### src/design/mutative_types.sv
package mutative_types;

    localparam int ADDR_BITS    = 16;
    localparam int WAYS         = 8;
    localparam int WAY_IDX_BITS = 3;
    localparam int SET_SIZE     = 16;
    localparam int SET_BITS     = 4;
    localparam int TAG_BITS     = ADDR_BITS - SET_BITS;
    localparam int DATA_BITS    = 32;

    typedef logic [WAY_IDX_BITS-1:0] way_idx_t;
    typedef logic [WAYS-1:0]         way_mask_t;
    typedef logic [TAG_BITS-1:0]     tag_t;
    typedef logic [SET_BITS-1:0]     set_idx_t;
    typedef logic [DATA_BITS-1:0]    data_t;
    typedef logic [1:0]              setup_t;

    localparam setup_t SETUP_DM    = 2'd0;
    localparam setup_t SETUP_2WAY  = 2'd1;
    localparam setup_t SETUP_4WAY  = 2'd2;
    localparam setup_t SETUP_8WAY  = 2'd3;

    typedef struct packed {
        tag_t     tag;
        set_idx_t set_index;
    } cache_address_t;

    typedef struct packed {
        logic           we;
        cache_address_t addr;
        data_t          wdata;
    } cpu_req_t;

    typedef struct packed {
        logic           we;
        cache_address_t addr;
        data_t          wdata;
    } mem_req_t;

    typedef enum logic [2:0] {
        ST_IDLE,
        ST_LOOKUP,
        ST_FETCH,
        ST_WAIT,
        ST_FILL,
        ST_WRITE
    } ctrl_state_t;

    // ways that an address may live in under the given organization
    function automatic way_mask_t group_mask(setup_t setup, tag_t tag);
        way_mask_t mask;
        case (setup)
            SETUP_DM:   mask = way_mask_t'(1) << tag[2:0];
            SETUP_2WAY: mask = way_mask_t'(2'b11) << {tag[2:1], 1'b0};
            SETUP_4WAY: mask = way_mask_t'(4'hf) << {tag[2], 2'b00};
            default:    mask = '1;
        endcase
        return mask;
    endfunction

    function automatic way_idx_t onehot_to_idx(way_mask_t mask);
        way_idx_t idx;
        idx = '0;
        for (int i = 0; i < WAYS; i++) begin
            if (mask[i]) begin
                idx = idx | way_idx_t'(i);
            end
        end
        return idx;
    endfunction

endpackage
### src/design/mutative_cache_ctrl.sv
`timescale 1ns/100ps

module mutative_cache_ctrl (
    input  logic                           clk,
    input  logic                           rst,
    input  logic                           req,
    input  mutative_types::cpu_req_t       cpu,
    input  logic                           hit,
    input  mutative_types::way_idx_t       hit_way,
    input  mutative_types::way_mask_t      hit_mask,
    input  mutative_types::way_idx_t       evict_way,
    input  mutative_types::way_mask_t      evict_we,
    input  mutative_types::data_t          array_rdata,
    input  logic                           mem_ack,
    input  mutative_types::data_t          mem_rdata,
    output mutative_types::cache_address_t cache_address,
    output logic                           touch,
    output mutative_types::way_idx_t       touch_way,
    output mutative_types::way_mask_t      array_we,
    output mutative_types::data_t          array_wdata,
    output mutative_types::way_idx_t       rd_way,
    output logic                           mem_req,
    output mutative_types::mem_req_t       mem,
    output logic                           busy,
    output logic                           done,
    output mutative_types::data_t          rdata
);
    import mutative_types::*;

    ctrl_state_t state;
    cpu_req_t    req_q;

    assign cache_address = req_q.addr;
    assign busy          = (state != ST_IDLE);
    assign rd_way        = hit_way;
    assign mem           = '{we: req_q.we, addr: req_q.addr, wdata: req_q.wdata};

    always_ff @(posedge clk) begin
        if (rst) begin
            state   <= ST_IDLE;
            done    <= 1'b0;
            mem_req <= 1'b0;
        end else begin
            done    <= 1'b0;
            mem_req <= 1'b0;
            case (state)
                ST_IDLE: begin
                    if (req) begin
                        state <= ST_LOOKUP;
                    end
                end
                ST_LOOKUP: begin
                    if (req_q.we) begin
                        mem_req <= 1'b1; // write-through, hit or miss
                        state   <= ST_WRITE;
                    end else if (hit) begin
                        done  <= 1'b1;
                        state <= ST_IDLE;
                    end else begin
                        mem_req <= 1'b1;
                        state   <= ST_FETCH;
                    end
                end
                ST_FETCH, ST_WAIT: begin
                    state <= mem_ack ? ST_FILL : ST_WAIT;
                end
                ST_FILL: begin
                    done  <= 1'b1;
                    state <= ST_IDLE;
                end
                ST_WRITE: begin
                    if (mem_ack) begin
                        done  <= 1'b1;
                        state <= ST_IDLE;
                    end
                end
                default: begin
                    state <= ST_IDLE;
                end
            endcase
        end
    end

    always_ff @(posedge clk) begin
        if (state == ST_IDLE && req) begin
            req_q <= cpu;
        end
        if (state == ST_LOOKUP && hit) begin
            rdata <= array_rdata;
        end else if ((state == ST_FETCH || state == ST_WAIT) && mem_ack) begin
            rdata <= mem_rdata; // also the fill word
        end
    end

    always_comb begin
        touch       = 1'b0;
        touch_way   = hit_way;
        array_we    = '0;
        array_wdata = req_q.wdata;
        case (state)
            ST_LOOKUP: begin
                if (hit) begin
                    touch = 1'b1;
                    if (req_q.we) begin
                        array_we = hit_mask; // write hit updates the word
                    end
                end
            end
            ST_FILL: begin
                touch       = 1'b1;
                touch_way   = evict_way;
                array_we    = evict_we;
                array_wdata = rdata;
            end
            default: begin
            end
        endcase
    end

    a_req_when_idle: assert property (
        @(posedge clk) disable iff (rst)
        req |-> !busy
    ) else $error("req while busy is ignored");

    // a new request never meets the ack of an earlier one
    a_mem_req_origin: assert property (
        @(posedge clk) disable iff (rst)
        mem_req |-> $past(state) == ST_LOOKUP && !mem_ack
    ) else $error("mem_req outside lookup exit or during mem_ack");

endmodule

### config.mk
export PLATFORM = sky130hd
export DESIGN_NAME = mutative_cache_ctrl
export DESIGN_NICKNAME = d
export VERILOG_FILES = /design/src/design/mutative_types.sv /design/src/design/mutative_cache_ctrl.sv
export SDC_FILE = /design/constraint.sdc
export NUM_CORES = 1
export LEC_CHECK = 0
export BUFFER_PORTS_ARGS = -buffer_cell sky130_fd_sc_hd__buf_4
export CAP_MARGIN = 20
export CORE_MARGIN = 10
export CORE_UTILIZATION = 36
export CTS_BUF_LIST = sky130_fd_sc_hd__clkbuf_16
export DETAILED_ROUTE_END_ITERATION = 12
export PLACE_DENSITY_LB_ADDON = 0.08
export SLEW_MARGIN = 40
export SYNTH_ARGS = -nofsm -noshare
export SYNTH_HDL_FRONTEND = slang
export SYNTH_SLANG_ARGS = --single-unit
### constraint.sdc
create_clock -name clk -period 6.5 [get_ports clk]
set_input_delay 0.325 -clock clk [delete_from_list [all_inputs] [get_ports clk]]
set_output_delay 0.325 -clock clk [all_outputs]
set_load 0.01 [all_outputs]
# Yosys cells after proc, flatten, opt, wreduce, memory -nomap -nowiden
# Index checks and enable logic that the tools add are counted.
[op_classes]
n_eq_ne = 7
mux = 20
n_bitwise = 1
reduce_logical = 10
[ops]
columns = ["cell", "count"]
rows = [
  ["32-bit 2-to-1 mux", 3],
  ["8-bit 2-to-1 mux", 2],
  ["8-bit one-hot mux with 2 select lines", 1],
  ["3-bit 2-to-1 mux", 5],
  ["3-bit one-hot mux with 4 select lines", 1],
  ["3-bit by 2-bit equality test with 1-bit output, second input constant", 2],
  ["3-bit equality test, second input constant", 2],
  ["1-bit 2-to-1 mux", 5],
  ["2-bit inequality test, second input constant", 2],
  ["2-bit OR reduction", 2],
  ["3-bit by 1-bit equality test with 1-bit output, second input constant", 1],
  ["1-bit logical AND", 3],
  ["3-bit logical NOT", 1],
  ["1-bit one-hot mux with 3 select lines", 1],
  ["3-bit nonzero test", 1],
  ["2-bit 2-to-1 mux", 1],
  ["1-bit one-hot mux with 2 select lines", 1],
  ["2-bit AND reduction", 1],
  ["2-bit nonzero test", 1],
  ["1-bit logical OR", 1],
  ["1-bit inverter", 1],
]
[totals]
reg_bits = 86
inputBits = 140
word_cells = 46

# Logic depth before layout (Yosys ltp)
# Gate-level depths: netlist of the first run.
[logic_depth]
ltp_word = 5
mapped_depth = 6

# Worst setup path after synthesis of the first run
# Ideal clock, no wire load.
[synth_path]
path_kind = "register -> register"
from = "register state[1]"
to = "register req_q (netlist bit cache_address[0]), enable pin"
arrival_time_ns = 5.621
required_ns = 5.902
setup_slack_ns = 0.281
stages_incl_launch_ff = 3
synth_period_minus_slack_ns = 6.219
path_cell_list = "dfxtp_1 -> buf_2 -> nor4b_1"
[synth_between]
elab_chain_len = 2
[synth_rtl]
columns = ["element", "line", "rtl"]
rows = [
  ["start: declaration", "mutative_cache_ctrl.sv:30", "ctrl_state_t state;"],
  ["start signal: assignment", "mutative_cache_ctrl.sv:65", "state <= mem_ack ? ST_FILL : ST_WAIT;"],
  ["3-bit logical NOT", "mutative_cache_ctrl.sv:85", "if (state == ST_IDLE && req) begin"],
  ["1-bit logical AND", "mutative_cache_ctrl.sv:85", ""],
  ["end signal: assignment", "mutative_cache_ctrl.sv:86", "req_q <= cpu;"],
  ["end: declaration", "mutative_cache_ctrl.sv:31", "cpu_req_t req_q;"],
]
# Every way passes these cells.
# A chain may end at the register's enable or synchronous reset.

# Worst setup path in the final report of the first run
[layout_path]
from = "register state[2]"
to = "output port array_wdata[1]"
[layout_between]
elab_chain_len = 2
[layout_rtl]
columns = ["element", "line", "rtl"]
rows = [
  ["3-bit equality test", "mutative_cache_ctrl.sv:100", "case (state)"],
  ["32-bit 2-to-1 mux", "mutative_cache_ctrl.sv:100", ""],
  ["end: declaration", "mutative_cache_ctrl.sv:20", "output mutative_types::data_t array_wdata,"],
]
# Every way passes these cells.

==> impl_metrics.ini, run 1 <==
[clock_network]
postCtsHoldBufs = 0
tritoncts_clock_tree = built
clk_pin_slew_worst_paths_ps = 70
ctsResizeCount = 0
cts_root_buf = sky130_fd_sc_hd__clkbuf_16
cts_max_path_buffers = 2
cts_sinks = 86
cts_inserted_buffers = 9
postCtsSetupBuffers = 0
htree_levels = 3
clock_insertion_delay_worst_skew_ps = 320

[placement]
place.detailed.hpwl_mm = 10.9
placement.setup.worst_slack_ps = 4180
numPortBuffers = 286
placed_cells_incl_taps = 612
place_congestion = 0.780

[global_routing]
grt_remaining_overflow = 0
global_route_wire_length_before_repair_mm = 18.4
grt_start_max_net_pins = 36
gr-usage-all-layers = 0.161
grt_pass1_vias = 3178
initial_antenna_violation_count = 0

[setup_path]
critPathArrivalTime_ps = 2310
rrSetupSlack_ps = 4480
slowest_stage = sky130_fd_sc_hd__dfxtp_1
required_ps = 6170
cp-end-kind = output port
path_max_fanout = 26
max_stage_delay_ps = 480
worst_path_most_repeated_cell = sky130_fd_sc_hd__buf_4
list_of_cells_traversed_by_the_critical_path = inv_1, nor3_4, buf_4, mux2_2, buf_4
timing.critical_path.from_type = register
critPathKind = register to output port

[synth]
postSynth.asyncResetShare = 0
yosys.area.top_type_share = 0.645
synth_cells = 215
number_of_flops_mapped_to_enable_cells_by_yosys = 81
avgSynthCellArea_um2 = 17.5
yosysWarnings = 0
synth.area.top_cells = sky130_fd_sc_hd__edfxtp_1, sky130_fd_sc_hd__mux2_2, sky130_fd_sc_hd__buf_4, sky130_fd_sc_hd__buf_6, sky130_fd_sc_hd__dfxtp_1
commonest_cells_in_the_netlist = sky130_fd_sc_hd__edfxtp_1, sky130_fd_sc_hd__mux2_2, sky130_fd_sc_hd__buf_4, sky130_fd_sc_hd__buf_6, sky130_fd_sc_hd__a22o_1
synth_most_common_cell = sky130_fd_sc_hd__edfxtp_1
synth_cell_type_count = 24
synth_top_area_cell = sky130_fd_sc_hd__edfxtp_1
syn-cell-area_mm2 = 0.00377
synth-seq-area-share = 0.671
synth_ff_type = sky130_fd_sc_hd__edfxtp_1
postSynthNetCount = 355
ff_latch_count_synth = 86

[power_and_ir_drop]
static-leakage-power_nw = 2.68
irDropWorstVdd_mv = 0.119
power.density_cell_area_mw_per_mm2 = 234

[layout]
utilization = 0.601
layout.nets = 627
area_growth_syn_to_layout_pct = 63.7
share_of_cells_above_drive_strength_1 = 0.758
antenna_cells = 0
finalNonFillerCells = 628

[sta]
rsz0062_at_grt = false
post-route-period-util = 0.406
period_needed_ps = 2640
timing.final.max_slew_violations = 0
final_setup_violation_count = 0
finalWorstSetupSlack_ps = 3860
finalHoldViolCount = 0
max_clock_freq_ghz = 0.379
max-slew-margin-rel = 0.638
fin_hold_ws_ps = 172
tightestPinTransition_ps = 542
timing.setup.tns_ps = 0
final.setup_skew_ps = 6.24

[drt]
drtIter0Drc = 103
route.detailed.drc = 0
avgViaCountPerCell = 4.62
ant_nets = 0
routed_wire_length_per_instance_um = 20.9
dr_total_vias = 2904
dr.pass1.iters = 4
route.final.wire_length_mm = 13.2

[floorplanning]
boundaryPins = 287
dieArea_mm2 = 0.0150
die-width_um = 122
initial_utilization = 0.367
coreArea_mm2 = 0.0103
placementRows = 37
die_height_um = 122

[min_path]
type_of_the_most_critical_hold_path = input pin to register

[flow_run]
timing.max_cap.violations = 0

[status]
status = finished, final reports clean
## per-layer routing
metal  global-route usage  up-vias  wire length [um]
met5                    0        -                 0
met4               0.0420        0               116
met3               0.0546        6              1150
met2                0.311      138              7480
met1                0.161     1404              4410
li1                     -     1356                 -
## state kept, by name (all words and copies together) (netlist names)
| signal | cells |
|---|---|
| mem_req | 1 |
| cache_address | 16 |
| state | 3 |
| mem | 33 |
| done | 1 |
| rdata | 32 |
## cell usage in the layout, fill, tap and decap left out
cell,count
sky130_fd_sc_hd__dfxtp_1,5
sky130_fd_sc_hd__clkbuf_16,9
sky130_fd_sc_hd__and4bb_4,1
sky130_fd_sc_hd__buf_6,1
sky130_fd_sc_hd__clkinv_2,1
sky130_fd_sc_hd__or3_1,1
sky130_fd_sc_hd__inv_1,4
sky130_fd_sc_hd__and2_1,1
sky130_fd_sc_hd__nor4b_2,1
sky130_fd_sc_hd__bufinv_16,1
sky130_fd_sc_hd__buf_4,289
sky130_fd_sc_hd__nor3_1,1
sky130_fd_sc_hd__nand3_1,1
sky130_fd_sc_hd__nor2_1,1
sky130_fd_sc_hd__o21bai_1,1
sky130_fd_sc_hd__nor3_4,1
sky130_fd_sc_hd__nand2b_1,1
sky130_fd_sc_hd__clkinvlp_4,1
sky130_fd_sc_hd__mux2_2,66
sky130_fd_sc_hd__or2_2,1
sky130_fd_sc_hd__nor2b_1,3
sky130_fd_sc_hd__a21oi_1,5
sky130_fd_sc_hd__mux2_1,1
sky130_fd_sc_hd__a2111oi_0,2
sky130_fd_sc_hd__nand2b_4,1
sky130_fd_sc_hd__edfxtp_1,81
sky130_fd_sc_hd__clkinv_1,2
sky130_fd_sc_hd__and2b_1,1
sky130_fd_sc_hd__a22o_1,8
## final timing paths
| check | from | to | cells after the start |
|---|---|---|---|
| hold reg to reg | state[2] | state[1] | 1 |
| hold / removal | cpu[38] | cache_address[6] | 1 |
| setup / recovery | state[2] | array_wdata[1] | 5 |
| setup reg to reg | state[0] | rdata[22] | 2 |
## power by group
group	internal, W	switching (W)
logic	0.000169	0.000115
registers	0.000655	0.0000223
clock network	0.000292	0.000194
## cell families after synthesis
family                 share of synthesized area
AND/OR/NAND/NOR                           0.0289
flip-flops                                 0.671
multiplexers                               0.200
buffers and inverters                     0.0680
AO/OA/AOI/OAI                             0.0318
## metrics by stage
step / total power, W / instance area, um^2
floorplan: 0.000809 / 3770
global route: 0.00151 / 6170
CTS: 0.00147 / 6170
detailed placement: 0.000978 / 5890
global placement: 0.000973 / 5870
finish: 0.00145 / 6170
## critical path, delay by kind of cell (launching register included)
family	cells	cell delay, ps
flops	1	480
buf+inv	3	720
simple gates	1	390
mux	1	380
## final cells by class
type,instances,area [um^2]
clock inverter,7,57.6
multi-input combinational,98,1000
inverter,2,7.51
tap,136,170
fill,867,4100
sequential,86,2530
clock buffer,9,225
timing repair buffer,290,2180
Power figures use the tool's default switching activity.
==> run 2: changes to the inputs <==
==> constraint.sdc (replaced) <==
create_clock -name clk -period 2.4 [get_ports clk]
set_input_delay 0.12 -clock clk [delete_from_list [all_inputs] [get_ports clk]]
set_output_delay 0.12 -clock clk [all_outputs]
set_load 0.01 [all_outputs]
==> impl_metrics.ini, run 2 (same netlist as run 1, synthesis figures left out) <==
[setup_path]
slowest_stage = sky130_fd_sc_hd__and4bb_2
critPathKind = register to output port
critPathArrivalTime_ps = 2070
cp-end-kind = output port
worst_path_dominant_cell_family = simple AND/OR/NAND/NOR gates
list_of_cells_traversed_by_the_critical_path = and4bb_2, and2_1, a22o_1, buf_4
critical_path_buffers_and_inverters = 1
required_ps = 2280
path_max_fanout = 17
max_stage_delay_ps = 650
timing.critical_path.from_type = register

[clock_network]
cts_sinks = 86
cts_root_buf = sky130_fd_sc_hd__clkbuf_16
cts_inserted_buffers = 9
cts_max_path_buffers = 2
clk_pin_slew_worst_paths_ps = 60
htree_levels = 3
postCtsSetupBuffers = 0
tritoncts_clock_tree = built
clock_insertion_delay_worst_skew_ps = 330

[drt]
route.detailed.drc = 0
dr.pass1.iters = 4
dr_total_vias = 3114
routed_wire_length_per_instance_um = 21.2
avgViaCountPerCell = 4.58
ant_nets = 0
drtIter0Drc = 119
route.final.wire_length_mm = 14.4

[layout]
area_taken_by_flip_flops_and_latches_mm2 = 0.00253
area_growth_syn_to_layout_pct = 77.6
share_of_cells_above_drive_strength_1 = 0.692
utilization = 0.652
multiInputGateArea_mm2 = 0.00100
n_fill_cell = 802
most_common_cell_after_layout_fill_and_taps_aside = sky130_fd_sc_hd__buf_4
commonest_cells_after_routing_fill_and_taps_aside = sky130_fd_sc_hd__buf_4, sky130_fd_sc_hd__edfxtp_1, sky130_fd_sc_hd__mux2_2
largest_register_ffs = 33
layout.nets = 680

[power_and_ir_drop]
power_frac_seq = 0.458
p_int_w = 0.00307
static-leakage-power_nw = 2.91
irDropWorstVdd_mv = 0.379
power.density_cell_area_mw_per_mm2 = 598
switching_share = 0.233
pwr-share-clk = 0.327
power_switching_w = 0.000935
comb_power_share = 0.215

[sta]
rsz0062_at_grt = false
max-slew-margin-rel = 0.695
tightestPinTransition_ps = 458
fin_hold_ws_ps = 32.0
period_needed_ps = 2190
post-route-period-util = 0.912
final_setup_violation_count = 0
timing.final.max_slew_violations = 0
max_clock_freq_ghz = 0.457
finalHoldViolCount = 0
final.setup_skew_ps = 6.75

[placement]
numPortBuffers = 286
place_congestion = 0.825
place.detailed.hpwl_mm = 11.3

[floorplanning]
coreArea_mm2 = 0.0103
initial_utilization = 0.367
boundaryPins = 287
dieArea_mm2 = 0.0150
placementRows = 37
die_height_um = 122
die-width_um = 122

[global_routing]
global_route_wire_length_before_repair_mm = 20.5
grt_start_max_net_pins = 31
grt_pass1_vias = 3482
grt_remaining_overflow = 0
initial_antenna_violation_count = 1
gr-usage-all-layers = 0.181

[min_path]
type_of_the_most_critical_hold_path = input pin to register

[status]
status = finished, final reports clean

[flow_run]
timing.max_cap.violations = 0
run 2: cell count changes in the layout (fill, tap and decap cells not counted), moves of 2 or more:
| cell | before | now |
|---|---|---|
| sky130_fd_sc_hd__dlygate4sd3_1 | 0 | 50 |
| sky130_fd_sc_hd__dfxtp_1 | 5 | 3 |
| sky130_fd_sc_hd__dfxtp_2 | 0 | 2 |
| sky130_fd_sc_hd__buf_4 | 289 | 292 |
run 2: worst register-to-register path, stage by stage (launching register included):
cell and delay (ps):
sky130_fd_sc_hd__dfxtp_1 410, sky130_fd_sc_hd__and4bb_2 650, sky130_fd_sc_hd__buf_12 230, sky130_fd_sc_hd__mux2_2 360
run 2: through the flow:
stage	setup slack, ps	power, W	cells	instance area (um^2)	setup TNS (ps)
2_1_floorplan	-100	0.00219	215	3800	-4900
3_3_place_gp	520	0.00266	615	5930	0
3_5_place_dp	475	0.00267	615	5930	0
4_1_cts	181	0.00404	679	6700	0
5_1_grt	79.2	0.00416	680	6700	0
6_report	210	0.00401	680	6700	0
run 2: final cells by class:
class	count	area share
timing repair buffer	343	0.405
sequential	86	0.378
multi-input combinational	98	0.149
clock buffer	9	0.0336
tap	136	0.0254
clock inverter	5	0.00672
inverter	2	0.00112
antenna	1	0.000374
run 2: per-layer routing:
metal  track usage  vias to the layer above  part of all wire
li1              -                     1460                 -
met1         0.185                     1477              0.35
met2         0.324                      160              0.53
met3        0.0725                       17              0.11
met4        0.0685                        0             0.017
met5             0                        -                 0
run 2: path summary, 6_finish.rpt:
check	cells after the start	end	slack [ps]	from
worst min-delay path	2	mem_req	30	hit
worst max-delay path	4	array_we[4]	210	state[1]
worst max register to register	3	rdata[12]	500	state[1]
worst min register to register	1	state[1]	540	state[2]
run 2: power by group through the flow:
stage	clock, W	sequential [W]	combinational [W]
2_1_floorplan	0	0.00190	0.000285
3_3_place_gp	0	0.00186	0.000793
3_5_place_dp	0	0.00187	0.000800
4_1_cts	0.00134	0.00184	0.000870
5_1_grt	0.00139	0.00185	0.000922
6_report	0.00131	0.00184	0.000861
run 2: repair_timing:
item,in CTS,in global routing
resized for setup,0,0
hold buffers,50,0
endpoints found under the hold margin,54,0
