### config.mk
export PLATFORM = sky130hd
export DESIGN_NAME = mutative_plru
export DESIGN_NICKNAME = d
export VERILOG_FILES = /design/src/design/mutative_types.sv /design/src/design/mutative_plru.sv
export SDC_FILE = /design/constraint.sdc
export NUM_CORES = 1
export LEC_CHECK = 0
export ABC_AREA = 1
export BUFFER_PORTS_ARGS = -buffer_cell sky130_fd_sc_hd__buf_2
export CORE_ASPECT_RATIO = 1.25
export CORE_UTILIZATION = 30
export DETAILED_ROUTE_END_ITERATION = 10
export GPL_ROUTABILITY_DRIVEN = 0
export HOLD_SLACK_MARGIN = 0.12
export SYNTH_ARGS = -nofsm -noshare
export SYNTH_HDL_FRONTEND = slang
export SYNTH_SLANG_ARGS = --single-unit
### constraint.sdc
create_clock -name clk -period 13.2 [get_ports clk]
set_clock_uncertainty 0.1 [all_clocks]
set_input_delay 1.98 -clock clk [delete_from_list [all_inputs] [get_ports clk]]
set_output_delay 1.98 -clock clk [all_outputs]
set_load 0.02 [all_outputs]
### src/design/mutative_types.sv
package mutative_types;

    localparam int ADDR_BITS    = 16;
    localparam int WAYS         = 8;
    localparam int WAY_IDX_BITS = 3;
    localparam int SET_SIZE     = 16;
    localparam int SET_BITS     = 4;
    localparam int TAG_BITS     = ADDR_BITS - SET_BITS;
    localparam int DATA_BITS    = 32;

    typedef logic [WAY_IDX_BITS-1:0] way_idx_t;
    typedef logic [WAYS-1:0]         way_mask_t;
    typedef logic [TAG_BITS-1:0]     tag_t;
    typedef logic [SET_BITS-1:0]     set_idx_t;
    typedef logic [DATA_BITS-1:0]    data_t;
    typedef logic [1:0]              setup_t;

    localparam setup_t SETUP_DM    = 2'd0;
    localparam setup_t SETUP_2WAY  = 2'd1;
    localparam setup_t SETUP_4WAY  = 2'd2;
    localparam setup_t SETUP_8WAY  = 2'd3;

    typedef struct packed {
        tag_t     tag;
        set_idx_t set_index;
    } cache_address_t;

    typedef struct packed {
        logic           we;
        cache_address_t addr;
        data_t          wdata;
    } cpu_req_t;

    typedef struct packed {
        logic           we;
        cache_address_t addr;
        data_t          wdata;
    } mem_req_t;

    typedef enum logic [2:0] {
        ST_IDLE,
        ST_LOOKUP,
        ST_FETCH,
        ST_WAIT,
        ST_FILL,
        ST_WRITE
    } ctrl_state_t;

    // ways that an address may live in under the given organization
    function automatic way_mask_t group_mask(setup_t setup, tag_t tag);
        way_mask_t mask;
        case (setup)
            SETUP_DM:   mask = way_mask_t'(1) << tag[2:0];
            SETUP_2WAY: mask = way_mask_t'(2'b11) << {tag[2:1], 1'b0};
            SETUP_4WAY: mask = way_mask_t'(4'hf) << {tag[2], 2'b00};
            default:    mask = '1;
        endcase
        return mask;
    endfunction

    function automatic way_idx_t onehot_to_idx(way_mask_t mask);
        way_idx_t idx;
        idx = '0;
        for (int i = 0; i < WAYS; i++) begin
            if (mask[i]) begin
                idx = idx | way_idx_t'(i);
            end
        end
        return idx;
    endfunction

endpackage
### src/design/mutative_plru.sv
`timescale 1ns/100ps

module mutative_plru (
    input  logic                           clk,
    input  logic                           rst,
    input  mutative_types::way_idx_t       hit_way,
    input  logic                           hit,
    input  mutative_types::cache_address_t cache_address,
    input  mutative_types::setup_t         setup,
    output mutative_types::way_idx_t       evict_way,
    output mutative_types::way_mask_t      evict_we
);
    import mutative_types::*;

    way_mask_t             mru_bits [SET_SIZE];
    way_mask_t             group;
    way_mask_t             set_bits;
    way_mask_t             free;
    way_mask_t             candidates;
    logic [WAY_IDX_BITS:0] free_count;
    logic                  last_free;

    assign group    = group_mask(setup, cache_address.tag);
    assign set_bits = mru_bits[cache_address.set_index];
    assign free     = group & ~set_bits; // not recently used ways of the group

    always_comb begin
        free_count = '0;
        for (int i = 0; i < WAYS; i++) begin
            if (free[i]) begin
                free_count++;
            end
        end
    end

    assign last_free = (free_count == (WAY_IDX_BITS+1)'(1));

    // A group can be fully marked after a setup change, or always in
    // direct-mapped mode. The victim is then simply the lowest way of the group.
    assign candidates = (free != '0) ? free : group;
    assign evict_we   = candidates & (~candidates + 1'b1); // lowest set bit
    assign evict_way  = onehot_to_idx(evict_we);

    always_ff @(posedge clk) begin
        if (rst) begin
            for (int s = 0; s < SET_SIZE; s++) begin
                mru_bits[s] <= '0;
            end
        end else if (hit && !set_bits[hit_way]) begin
            if (last_free) begin
                // group would saturate, keep only the touched way
                mru_bits[cache_address.set_index] <= (set_bits & ~group) |
                                                     (way_mask_t'(1) << hit_way);
            end else begin
                mru_bits[cache_address.set_index][hit_way] <= 1'b1;
            end
        end
    end

    // a touched way must belong to the group of the address
    a_evict_onehot: assert property (
        @(posedge clk) disable iff (rst)
        $onehot(evict_we) && (!hit || group[hit_way])
    ) else $error("evict_we %b not one-hot or touch of way %0d outside group %b",
                  evict_we, hit_way, group);

endmodule

Yosys cells after proc, flatten, opt, wreduce, memory -nomap -nowiden
Memories as Yosys holds them, arrays and structs flattened.
Cells that the tools add are included.
{"block": "totals", "ff_bits": 0, "ramBits": 128, "input_bits": 24, "out_inout_bits": 11, "wordCells": 81, "memories": 1}
{"block": "classes", "n_addsub": 8, "n_lt_le_gt_ge": 2, "eq_ne": 3, "shift": 4, "n_mux": 42, "bitwise_logic": 15, "n_reduce_logical": 6}
{"name": "mru_bits", "depth": 16, "word_bits": 8, "read_ports": 1, "rd_clocked_by_memory_dff": 0, "wr": 16, "line": "mutative_plru.sv:15", "rtl": "way_mask_t mru_bits [SET_SIZE];"}
{"cell": "$mux W4", "count": 8}
{"cell": "$mux W8", "count": 4}
{"cell": "$add A4 B1 Y4 const B", "count": 7}
{"cell": "$and A8 B8 Y8", "count": 3}
{"cell": "$not A8 Y8", "count": 3}
{"cell": "$pmux W8 S3", "count": 1}
{"cell": "$mux W1", "count": 21}
{"cell": "$shl A1 B3 Y8 const A", "count": 2}
{"cell": "$mux W3", "count": 4}
{"cell": "$add A8 B1 Y8 const B", "count": 1}
{"cell": "$or A1 B1 Y1", "count": 8}
{"cell": "$or A8 B8 Y8", "count": 1}
{"cell": "$reduce_bool A8 Y1", "count": 1}
{"cell": "$reduce_or A8 Y1", "count": 1}
{"cell": "$shl A2 B3 Y8 const A", "count": 1}
{"cell": "$shl A4 B3 Y8 const A", "count": 1}
{"cell": "$eq A4 B1 Y1 const B", "count": 1}
{"cell": "$lt A3 B4 Y1 const B", "count": 1}
{"cell": "$mux W2", "count": 2}
{"cell": "$bmux W1 S3", "count": 1}
{"cell": "$demux W1 S3", "count": 1}
{"cell": "$ge A3 B1 Y1 const B", "count": 1}
{"cell": "$eq A2 B1 Y1 const B", "count": 1}
{"cell": "$eq A2 B2 Y1 const B", "count": 1}
{"cell": "other kinds (3)", "count": 4}

Logic depth before layout (Yosys ltp)
Gate-level depths: netlist (run 1).
{"block": "depth", "word_depth": 26, "mapped_depth": 40, "depth_no_buf": 36}

Worst setup path after synthesis (run 1)
Ideal clock, no wire load.
{"block": "synth_path", "path_kind": "input to register", "from": "input port cache_address[0] (netlist bit)", "to": "memory mru_bits[15][1] (netlist bit) (enable)", "setup_time_ps": 293, "arrival_ps": 7154, "t_required_ps": 12807, "path_slack_ps": 5653, "path_stages": 39, "path_buffers": 5, "cell_sequence": "buf_6 buf_12 nor2_4 buf_6 buf_2 a22oi_1 nand2_1 nand2_1 nand4_1 nor2_1 ha_1 inv_1 nand3_1 nand2_1 ha_1 nand2_1 and2_1 inv_1 (+3 left out) inv_1 ha_1 or2_1 nand2_2 inv_1 ha_1 or2_1 nand2_2 inv_1 ha_1 inv_1 nand2_1 nor2_2 nor2_8 o21ai_4 buf_6 nand3_1 nand2_1"}
{"element": "start: declaration", "line": "mutative_plru.sv:8", "rtl": "input mutative_types::cache_address_t cache_address,"}
{"element": "end: declaration", "line": "mutative_plru.sv:15"}

==> results.tsv, run 1 <==
stage	metric	value	unit
cts	CTS buffer count	17	
final_layout	layout cell share with drive strength beyond 1	13.88	%
route	WL met2	11510	um
route	drt first pass iters	5	
final_layout	Area Overhead vs Synth	11.70	%
power_and_ir_drop	maximum vdd ir drop	0.00007417	V
sta	Final Max Tran Viols	0	
final_layout	Post-Route Utilization	34.01	%
synth	Syn Nets	1083	
synth	number of distinct library cells after synthesis	40	
final_layout	final std cells w/o fill	1416	
route	max layer used	met5	
outcome	status	completed	
final_layout	Largest regs	mru_bits: 128 flops	
worst_setup_path	delay-heaviest family, CP	simple AND/OR/NAND/NOR gates	
global_routing	first-pass GRT wire length	35870	um
worst_setup_path	Crit. End Element	flop	
final_layout	Seq. cell area	3844	um2
sta	worst slew pin tran	1.259	ns
worst_setup_path	Worst path max stage delay	0.74	ns
place	placed insts	1384	
route	DR vias	7201	
worst_hold_path	Hold Crit Endpoint	mru_bits[9][0]	
cts	clk sinks	128	
global_routing	initial antenna violation count	1	
cts	cts hold-fix bufs	0	
cts	Clock transition at path regs	0.06	ns
cts	CTS tree	done	
global_routing	GRT Total Usage	16.66	%
synth	synthesized area	8393	um2
worst_setup_path	R2R Path Start	mru_bits[11][1]	
place	DPL Wire Length	14140	um
synth	Synth Register Bits	128	
power_and_ir_drop	Leak	3.886	nW
sta	final worst-path cycle share	65.55	%
cts	H-Tree Depth	4	
global_routing	vias in the first global route	6877	
route	WL/cell	16.14	um
route	drt total wl	22850	um
floorplanning	Initial Util	30.45	%
worst_setup_path	Crit-path slowest cell	nor2_4	
worst_setup_path	cell mode on critical path	nand2_1	
synth	Yosys Warn Count	0	
final_layout	ant diodes	0	
sta	max frequency	115.6	MHz
cts	Root Driver	clkbuf_16	
final_layout	number of fill cells in the layout	2845	
worst_setup_path	critical path buffer and inverter count	8	
global_routing	pin count of the biggest net entering global routing	105	
floorplanning	Chip Height	189.0	um
floorplanning	core area	27570	um2
power_and_ir_drop	PD cells	136.6	nW/um2
sta	RSZ-0062 raised after global routing	no	
sta	Final setup viols	0	
place	Port Buffers	25	
route	Routed Antenna Nets	0	
sta	final worst hold slack	1.012	ns
route	DRC	0	
floorplanning	io pins	35	
worst_setup_path	Worst Path Arrival	8.68	ns
final_layout	Multi-input gate area	3958	um2
final_layout	Layout Nets	1084	
sta	Setup TNS	0	ns
final_layout	max reg flops	128	
floorplanning	Die Width	151.6	um
worst_hold_path	worst min-delay path startpoint	mru_bits[6][0]	
worst_hold_path	Min-Delay Path Depth	7	
worst_setup_path	r2r setup slk	7.13	ns
synth	post-synthesis sequential area ratio	45.80	%
floorplanning	area of the die	28650	um2
cts	Clock Path Buffers	2	
route	Vias/cell	5.085	
sta	headroom to the max-slew limit	15.78	%
route	metal3 WL	1678	um
route	M1 WL	8998	um
sta	Fin. Hold Viols	0	
synth	Syn Inst Count	1052	
worst_setup_path	CP Class	input port to flop	
worst_setup_path	r2r worst-path depth	33	
floorplanning	row count	68	
cts	PostCTS Resize Cnt	0	
worst_setup_path	reg-to-reg critical path endpoint	mru_bits[10][2]	
cts	worst-skew pair later-pin latency	0.43	ns
final_layout	cell area after layout	9375	um2
worst_hold_path	min-delay worst type	flop to flop	
sta	Final Critical Period	8.653	ns
synth	Mean Syn Cell Area	7.978	um2
worst_setup_path	crit start category	input port	
route	DRT iter0 DRCs	773	
final_layout	Biggest register	mru_bits	
cts	Post-CTS Setup Inserts	0	
place	dpl cell area	8733	um2
worst_setup_path	Crit Path Max Fanout	25	
worst_setup_path	WP data required	13.23	ns
global_routing	GRT Residual Overflow	0	
job	maxcap violations	0	
==> stage by stage <==
stage | power, mW | setup slack, ns
6_report | 1.280 | 4.547
5_1_grt | 1.332 | 3.975
4_1_cts | 1.286 | 4.546
3_5_place_dp | 0.7706 | 4.104
3_3_place_gp | 0.7688 | 4.169
2_1_floorplan | 0.7174 | 5.653
==> worst max path at each step <==
stage,startpoint,slack (ns),to,cells after the start
floorplan,cache_address[0],5.65,mru_bits[15][1],39
global placement,cache_address[0],4.17,mru_bits[10][2],36
detailed placement,cache_address[0],4.10,mru_bits[15][7],36
CTS,cache_address[0],4.55,mru_bits[15][7],36
global route,cache_address[0],3.97,mru_bits[7][2],36
finish,cache_address[0],4.55,mru_bits[10][2],36
==> cells by family after synthesis <==
logic type      synth area share, %
fa+ha+maj                     1.043
flops                         45.80
compound gates                7.692
simple gates                  38.22
buf+inv                       7.245
==> cells in the mapped netlist <==
cell type  number  area [um2]
nand2_2         9       56.30
nand2_1       322        1209
nand3_4         1       17.52
nor2_8          1       20.02
or2_0           1       6.260
o21ai_4         9       146.4
o2111ai_1       1       8.760
clkbuf_1       24       90.09
nor2_2          5       31.28
edfxtp_1      128        3844
nand3b_1        2       15.01
buf_4           1       7.510
nand4_1         6       37.54
nand2_4         3       33.78
a21oi_1        13       65.06
nor3_1          2       10.01
ha_1            7       87.58
nor2_4          7       78.83
and2_1          2       12.51
o21ai_1         2       10.01
a22oi_2         4       50.05
inv_1          65       244.0
nand3_1       128       640.6
or2_1           2       12.51
a31o_2          2       17.52
buf_6          13       146.4
buf_1           9       33.78
o21ai_0         8       40.04
nand3b_4        1       20.02
and3_1          1       6.260
nand4_2         1       12.51
a211oi_1        1       7.510
nand3_2        29       290.3
inv_2           7       26.28
buf_2           8       40.04
buf_12          1       20.02
nor2_1        186       698.2
a22oi_1        38       285.3
o22ai_1         1       6.260
o221ai_1        1       8.760
==> cell type report <==
cell class	count	share of cell area, %
tap	350	4.671
sequential	128	41.00
inverter	72	2.896
clock buffer	17	4.538
clock inverter	15	2.309
timing repair buffer	38	2.376
multi-input combinational	796	42.21
==> worst register-to-register path, delay by kind of cell (launching register included) <==
family | cells | cell delay [ns]
adder cells (fa/ha/maj) | 6 | 1.55
flip-flops | 1 | 0.36
AO/OA/AOI/OAI | 2 | 0.76
buffers and inverters | 6 | 0.33
AND/OR/NAND/NOR | 19 | 2.68
==> cell usage in the layout, fill, tap and decap left out, types with 12 or more instances in the layout <==
cell	instances
nand2_1	322
nand3_2	29
nor2_1	186
nand3_1	128
buf_2	25
a22oi_1	38
edfxtp_1	128
buf_4	13
inv_1	64
a21oi_1	12
clkbuf_16	17
==> layer usage <==
metal  vias up  track usage (%)
li1       3508                -
met1      3375            19.83
met2       276            28.70
met3        40            2.819
met4         2            8.073
met5         -                0
==> where the power goes <==
part / leakage, nW / switching [mW] / internal, mW
Sequential: 1.32 / 0.00415 / 0.462
Clock: 0.306 / 0.184 / 0.334
Combinational: 2.26 / 0.220 / 0.0759
Power figures use the tool's default switching activity.
==> run 2: changes to the inputs <==
==> constraint.sdc (replaced) <==
create_clock -name clk -period 7.6 [get_ports clk]
set_clock_uncertainty 0.1 [all_clocks]
set_input_delay 1.14 -clock clk [delete_from_list [all_inputs] [get_ports clk]]
set_output_delay 1.14 -clock clk [all_outputs]
set_load 0.02 [all_outputs]
==> results.tsv, run 2 (synthesis results as in run 1) <==
stage	metric	value	unit	change
worst_setup_path	Crit Path Max Fanout	16		was 25
sta	RSZ-0062 raised after global routing	no		unchanged
final_layout	max reg flops	128		unchanged
final_layout	commonest cells after routing, fill and taps aside	322 x nand2_1, 186 x nor2_1, 128 x nand3_1, 128 x edfxtp_1, 64 x inv_1		unchanged
worst_hold_path	Hold Crit Endpoint	mru_bits[0][0]		was mru_bits[9][0]
final_layout	Post-Route Utilization	34.52	%	was 34.01%
cts	H-Tree Depth	4		unchanged
worst_hold_path	min-delay worst type	flop to flop		unchanged
power_and_ir_drop	PD cells	224.9	nW/um2	was 136.6 nW/um2
route	drt first pass iters	5		unchanged
sta	headroom to the max-slew limit	19.52	%	was 15.78%
sta	Final Critical Period	6.861	ns	
final_layout	Largest regs	mru_bits: 128 flops		unchanged
global_routing	pin count of the biggest net entering global routing	68		was 105
global_routing	initial antenna violation count	2		was 1
route	Vias/cell	5.066		was 5.085
sta	Final Max Tran Viols	0		unchanged
outcome	status	completed		unchanged
cts	CTS buffer count	17		unchanged
worst_setup_path	reg-to-reg critical path endpoint	mru_bits[7][7]		was mru_bits[10][2]
worst_setup_path	Worst path max stage delay	0.47	ns	was 0.74 ns
power_and_ir_drop	Sw Pwr	0.7207	mW	was 0.4091 mW
worst_setup_path	R2R Path Start	mru_bits[8][1]		was mru_bits[11][1]
final_layout	Area Overhead vs Synth	13.39	%	was 11.70%
floorplanning	core area	27570	um2	unchanged
final_layout	number of fill cells in the layout	2866		was 2845
cts	cts hold-fix bufs	0		unchanged
route	DRC	0		unchanged
cts	worst-skew pair later-pin latency	0.43	ns	about the same
floorplanning	Die Width	151.6	um	unchanged
power_and_ir_drop	total power	2.141	mW	was 1.280 mW
route	WL/cell	15.74	um	was 16.14 um
worst_setup_path	Crit-path slowest cell	nor2_4		unchanged
cts	PostCTS Resize Cnt	0		unchanged
route	DRT iter0 DRCs	861		was 773
final_layout	Seq. cell area	3844	um2	unchanged
worst_hold_path	worst min-delay path startpoint	mru_bits[6][0]		unchanged
worst_setup_path	Crit. End Element	flop		unchanged
worst_hold_path	Min-Delay Path Depth	7		unchanged
worst_setup_path	r2r worst-path depth	34		was 33
power_and_ir_drop	Reg power frac	37.8	%	was 36.4%
final_layout	Layout Nets	1104		was 1084
power_and_ir_drop	Leak	3.969	nW	was 3.886 nW
floorplanning	io pins	35		unchanged
power_and_ir_drop	Clock power frac	34.0	%	was 40.5%
sta	final worst-path cycle share	90.28	%	
cts	Clock transition at path regs	0.06	ns	about the same
floorplanning	Chip Height	189.0	um	unchanged
power_and_ir_drop	Gate power share	28.2	%	was 23.1%
power_and_ir_drop	Pint	1.420	mW	was 0.8713 mW
worst_setup_path	crit start category	input port		unchanged
place	DPL Wire Length	14860	um	was 14140 um
power_and_ir_drop	Net Sw Frac	33.67	%	was 31.95%
cts	clk sinks	128		unchanged
worst_setup_path	WP data required	7.62	ns	was 13.23 ns
final_layout	Biggest register	mru_bits		unchanged
floorplanning	area of the die	28650	um2	unchanged
sta	max frequency	145.7	MHz	
sta	Fin. Hold Viols	0		unchanged
final_layout	most frequent standard cell in the layout excluding fill and tap cells	nand2_1		unchanged
place	Port Buffers	25		unchanged
route	Routed Antenna Nets	0		unchanged
worst_setup_path	CP Class	input port to flop		unchanged
job	maxcap violations	0		unchanged
final_layout	Multi-input gate area	3953	um2	was 3958 um2
sta	Final setup viols	0		unchanged
floorplanning	Initial Util	30.45	%	unchanged
worst_setup_path	cell mode on critical path	nand2_1		unchanged
route	DR vias	7280		was 7201
floorplanning	row count	68		unchanged
power_and_ir_drop	maximum vdd ir drop	0.0001454	V	was 0.00007417 V
sta	worst slew pin tran	1.203	ns	was 1.259 ns
cts	CTS tree	done		unchanged
cts	Post-CTS Setup Inserts	0		unchanged
worst_setup_path	Worst Path Arrival	6.88	ns	was 8.68 ns
global_routing	vias in the first global route	6682		was 6877
cts	Clock Path Buffers	2		unchanged
route	drt total wl	22620	um	was 22850 um
sta	Setup TNS	0	ns	unchanged
global_routing	first-pass GRT wire length	35330	um	was 35870 um
global_routing	GRT Total Usage	16.43	%	was 16.66%
cts	Root Driver	clkbuf_16		unchanged
worst_setup_path	r2r setup slk	1.71	ns	was 7.13 ns
final_layout	layout cell share with drive strength beyond 1	15.47	%	was 13.88%
global_routing	GRT Residual Overflow	0		unchanged
## run 2: cell types whose count changed in the layout (fill, tap and decap cells not counted)
cell and delta:
clkinvlp_4 +1, clkinv_2 +3, clkinv_1 -1, bufinv_16 -5, nor2_4 -1, buf_12 +9, diode_2 +1, buf_4 +11
clkbuf_1 +1, inv_6 +1, nor2_2 +1
## run 2: power by group through the flow
stage / registers [mW] / clock network (mW) / logic (mW)
final: 0.809 / 0.728 / 0.603
after global routing: 0.812 / 0.764 / 0.658
after CTS: 0.809 / 0.741 / 0.605
after detailed placement: 0.824 / 0 / 0.602
after global placement: 0.823 / 0 / 0.601
after floorplan: 0.821 / 0 / 0.424
## run 2: metal layers
| layer | up-vias | track usage, % | wire length (um) |
|---|---|---|---|
| li1 | 3543 | - | - |
| met1 | 3452 | 20.39 | 9255 |
| met2 | 232 | 27.66 | 11050 |
| met3 | 51 | 3.060 | 1609 |
| met4 | 2 | 6.778 | 689 |
| met5 | - | 0 | 13 |
## run 2: worst max-delay path by stage
stage,cells past startpoint,end,from,slack (ns)
3_3_place_gp,36,mru_bits[6][7],cache_address[0],0.35
5_1_grt,38,mru_bits[13][7],cache_address[0],0.34
2_1_floorplan,39,mru_bits[15][1],cache_address[0],0.89
6_report,36,mru_bits[7][7],cache_address[0],0.74
3_5_place_dp,37,mru_bits[7][7],cache_address[1],0.30
4_1_cts,36,mru_bits[7][7],cache_address[0],0.74
## run 2: layout make-up
class	count	share of cell area, %
antenna	1	0.02630
clock buffer	18	4.510
clock inverter	14	0.9861
inverter	72	2.853
multi-input combinational	796	41.53
sequential	128	40.39
tap	350	4.602
timing repair buffer	58	5.101
## run 2: worst max-delay path: cells and delay by family
family                   cells  cell delay, ns
adder cells (fa/ha/maj)      6            1.64
buffers and inverters        8            0.73
AO/OA/AOI/OAI                2            0.39
AND/OR/NAND/NOR             20            2.95
## run 2: per-stage QoR
step           setup slack, ns  instance area [um2]  instances  hold WS (ns)
2_1_floorplan           0.8930                 8393       1052        0.7769
3_3_place_gp            0.3476                 8991       1404        0.9913
3_5_place_dp            0.3028                 8991       1404         1.004
4_1_cts                 0.7367                 9514       1436         1.023
5_1_grt                 0.3426                 9517       1437         1.106
6_report                0.7387                 9517       1437         1.012
==> run 3: changes to the inputs <==
--- a/config.mk
+++ b/config.mk
@@ -5,7 +5,6 @@
 export SDC_FILE = /design/constraint.sdc
 export NUM_CORES = 1
 export LEC_CHECK = 0
-export ABC_AREA = 1
 export BUFFER_PORTS_ARGS = -buffer_cell sky130_fd_sc_hd__buf_2
 export CORE_ASPECT_RATIO = 1.25
 export CORE_UTILIZATION = 30
==> results.tsv, run 3 <==
stage	metric	value	unit	change
route	WL/cell	21.01	um	was 15.74 um
synth	number of distinct library cells after synthesis	70		was 40
final_layout	Post-Route Utilization	36.34	%	was 34.52%
sta	Final Max Tran Viols	0		unchanged
final_layout	Largest regs	mru_bits: 128 flops		unchanged
worst_hold_path	Min-Delay Path Depth	2		was 7
synth	Synth top cells by count	167 x nor2_1, 131 x a21o_1, 128 x edfxtp_1, 34 x nand2_1, 28 x mux2i_1		was 322 x nand2_1, 186 x nor2_1, 128 x edfxtp_1, 128 x nand3_1, 65 x inv_1
synth	post-synthesis sequential area ratio	47.67	%	was 45.80%
floorplanning	Die Width	148.6	um	was 151.6 um
sta	headroom to the max-slew limit	29.80	%	was 19.52%
global_routing	vias in the first global route	6382		was 6682
power_and_ir_drop	maximum vdd ir drop	0.0001288	V	was 0.0001454 V
global_routing	GRT Total Usage	18.09	%	was 16.43%
floorplanning	Chip Height	185.3	um	was 189.0 um
worst_setup_path	R2R Path Start	mru_bits[10][1]		was mru_bits[8][1]
synth	top area cells in the synthesized netlist	edfxtp_1 48%, a21o_1 12%, nor2_1 7.8%		was edfxtp_1 46%, nand2_1 14%, nor2_1 8.3%
cts	Clock Path Buffers	2		unchanged
sta	Final WS setup	0.3982	ns	was 0.7387 ns
worst_setup_path	crit start category	input port		unchanged
cts	cts hold-fix bufs	0		unchanged
cts	PostCTS Resize Cnt	0		unchanged
route	Vias/cell	5.513		was 5.066
worst_setup_path	Crit Path Max Fanout	12		was 16
synth	most common cell in the netlist	nor2_1		was nand2_1
route	DR vias	6274		was 7280
final_layout	Biggest register	mru_bits		unchanged
cts	CTS buffer count	17		unchanged
cts	H-Tree Depth	4		unchanged
sta	RSZ-0062 raised after global routing	no		unchanged
route	Routed Antenna Nets	0		unchanged
worst_setup_path	Worst Path Arrival	7.23	ns	was 6.88 ns
final_layout	max reg flops	128		unchanged
place	Port Buffers	25		unchanged
floorplanning	io pins	35		unchanged
worst_setup_path	r2r setup slk	1.08	ns	was 1.71 ns
cts	worst-skew pair later-pin latency	0.42	ns	was 0.43 ns
worst_setup_path	reg-to-reg critical path endpoint	mru_bits[5][5]		was mru_bits[7][7]
synth	synthesized area	8063	um2	was 8393 um2
sta	max frequency	138.9	MHz	was 145.7 MHz
sta	worst slew pin tran	1.053	ns	was 1.203 ns
global_routing	pin count of the biggest net entering global routing	95		was 68
final_layout	Area Overhead vs Synth	17.99	%	was 13.39%
sta	Final setup viols	0		unchanged
final_layout	most frequent standard cell in the layout excluding fill and tap cells	nor2_1		was nand2_1
sta	Fin. Hold Viols	0		unchanged
global_routing	initial antenna violation count	0		was 2
final_layout	ant diodes	0		was 1
sta	Setup TNS	0	ns	unchanged
synth	EDFF count, synth	128		unchanged
synth	Synth Flop Type	edfxtp_1		unchanged
power_and_ir_drop	PD cells	227.6	nW/um2	was 224.9 nW/um2
sta	Final Critical Period	7.202	ns	was 6.861 ns
floorplanning	row count	66		was 68
cts	Post-CTS Setup Inserts	0		unchanged
worst_setup_path	r2r worst-path depth	26		was 34
worst_hold_path	min-delay worst type	input port to flop		was flop to flop
worst_setup_path	Crit. End Element	flop		unchanged
synth	Yosys top cell by area	edfxtp_1		unchanged
synth	Syn Inst Count	741		was 1052
place	Setup WS pre-CTS	-0.1621	ns	was 0.3028 ns
worst_setup_path	CP Class	input port to flop		unchanged
global_routing	first-pass GRT wire length	36490	um	was 35330 um
worst_setup_path	WP data required	7.63	ns	was 7.62 ns
synth	Synth async-reset ratio	0	%	unchanged
sta	final worst-path cycle share	94.76	%	was 90.28%
cts	CTS tree	done		unchanged
synth	Yosys Warn Count	0		unchanged
cts	Clock transition at path regs	0.06	ns	about the same
route	DRT iter0 DRCs	534		was 861
floorplanning	core area	26180	um2	was 27570 um2
power_and_ir_drop	Leak	4.005	nW	was 3.969 nW
final_layout	Layout Nets	816		was 1104
final_layout	commonest cells after routing, fill and taps aside	167 x nor2_1, 131 x a21o_1, 128 x edfxtp_1		was 322 x nand2_1, 186 x nor2_1, 128 x nand3_1, 128 x edfxtp_1, 64 x inv_1
synth	Syn Nets	772		was 1083
power_and_ir_drop	total power	2.165	mW	was 2.141 mW
floorplanning	area of the die	27540	um2	was 28650 um2
synth	Synth Register Bits	128		unchanged
route	drt total wl	23920	um	was 22620 um
final_layout	layout cell share with drive strength beyond 1	19.67	%	was 15.47%
floorplanning	Initial Util	30.80	%	was 30.45%
synth	Mean Syn Cell Area	10.88	um2	was 7.978 um2
worst_hold_path	Hold Crit Endpoint	mru_bits[4][3]		was mru_bits[0][0]
global_routing	GRT Residual Overflow	0		unchanged
job	maxcap violations	0		unchanged
place	DPL Wire Length	16610	um	was 14860 um
final_layout	number of fill cells in the layout	2530		was 2866
worst_hold_path	worst min-delay path startpoint	rst		was mru_bits[6][0]
cts	clk sinks	128		unchanged
outcome	status	completed		unchanged
synth	Synth top area share	47.67	%	was 45.80%
route	drt first pass iters	5		unchanged
route	DRC	0		unchanged
cts	Root Driver	clkbuf_16		unchanged
[run 3: critical path, cell delays in order]
cell       delay [ns]
buf_4            0.24
mux4_2           0.59
mux4_2           0.54
nor2_1           0.17
inv_1            0.07
ha_1             0.25
nand2_1          0.08
a2111oi_0        0.06
a41o_1           0.27
nor2_1           0.15
ha_1             0.25
o21ai_0          0.11
o31ai_1          0.16
ha_1             0.31
mux2_2           0.28
ha_1             0.31
o32ai_2          0.29
nor2_1           0.07
ha_1             0.27
nor2_1           0.14
a31oi_1          0.07
ha_1             0.31
o31a_1           0.34
buf_12           0.16
o21ai_2          0.20
buf_4            0.21
a21o_1           0.14
[run 3: per-layer routing]
| metal | global-route usage, % | up-vias | wire [um] |
|---|---|---|---|
| li1 | - | 2876 | - |
| met1 | 19.29 | 3118 | 8905 |
| met2 | 34.00 | 219 | 12900 |
| met3 | 2.512 | 61 | 1046 |
| met4 | 9.897 | 0 | 1065 |
| met5 | 0 | - | 0 |
[run 3: cell families (layout without fill, tap and decap cells)]
| family | count (synthesis) | in the layout | synth area share, % |
|---|---|---|---|
| muxes | 54 | 54 | 10.46 |
| xor gates and xnor gates | 7 | 7 | 1.117 |
| adders and majority gates | 7 | 7 | 1.086 |
| DFF | 128 | 128 | 47.67 |
| and+or+nand+nor | 277 | 277 | 15.32 |
| AOI/OAI and AO/OA | 210 | 210 | 20.69 |
| buffers and inverters | 58 | 115 | 3.662 |
[run 3: worst max path at each step]
stage                                start  cells past startpoint  slack (ns)         endpoint
final                     cache_address[0]                     27        0.40   mru_bits[5][5]
after global routing      cache_address[0]                     28        0.03  mru_bits[15][5]
after CTS                 cache_address[0]                     27        0.24   mru_bits[5][5]
after detailed placement  cache_address[0]                     27       -0.16   mru_bits[5][5]
after global placement    cache_address[0]                     27       -0.11   mru_bits[5][5]
after floorplan           cache_address[1]                     32        0.02  mru_bits[15][7]
[run 3: power by group]
group / total [mW] / switching [mW] / internal, mW
logic: 0.499 / 0.288 / 0.211
registers: 0.810 / 0.00781 / 0.802
clock network: 0.855 / 0.309 / 0.547
total: 2.16 / 0.605 / 1.56
[run 3: per-stage QoR]
stage | hold WS, ns | area [um2] | std cells
final | 1.245 | 9513 | 1138
after global routing | 1.243 | 9513 | 1138
after CTS | 1.230 | 9510 | 1138
after detailed placement | 1.333 | 8894 | 1106
after global placement | 1.312 | 8894 | 1106
after floorplan | 1.043 | 8071 | 741
[run 3: layout make-up]
class | instances | area [um2] | share of cell area, %
clock buffer | 17 | 425.4 | 4.472
clock inverter | 15 | 191.4 | 2.012
inverter | 7 | 26.28 | 0.2762
multi-input combinational | 555 | 3938 | 41.39
sequential | 128 | 3844 | 40.41
tap | 340 | 425.4 | 4.472
timing repair buffer | 76 | 663.1 | 6.971
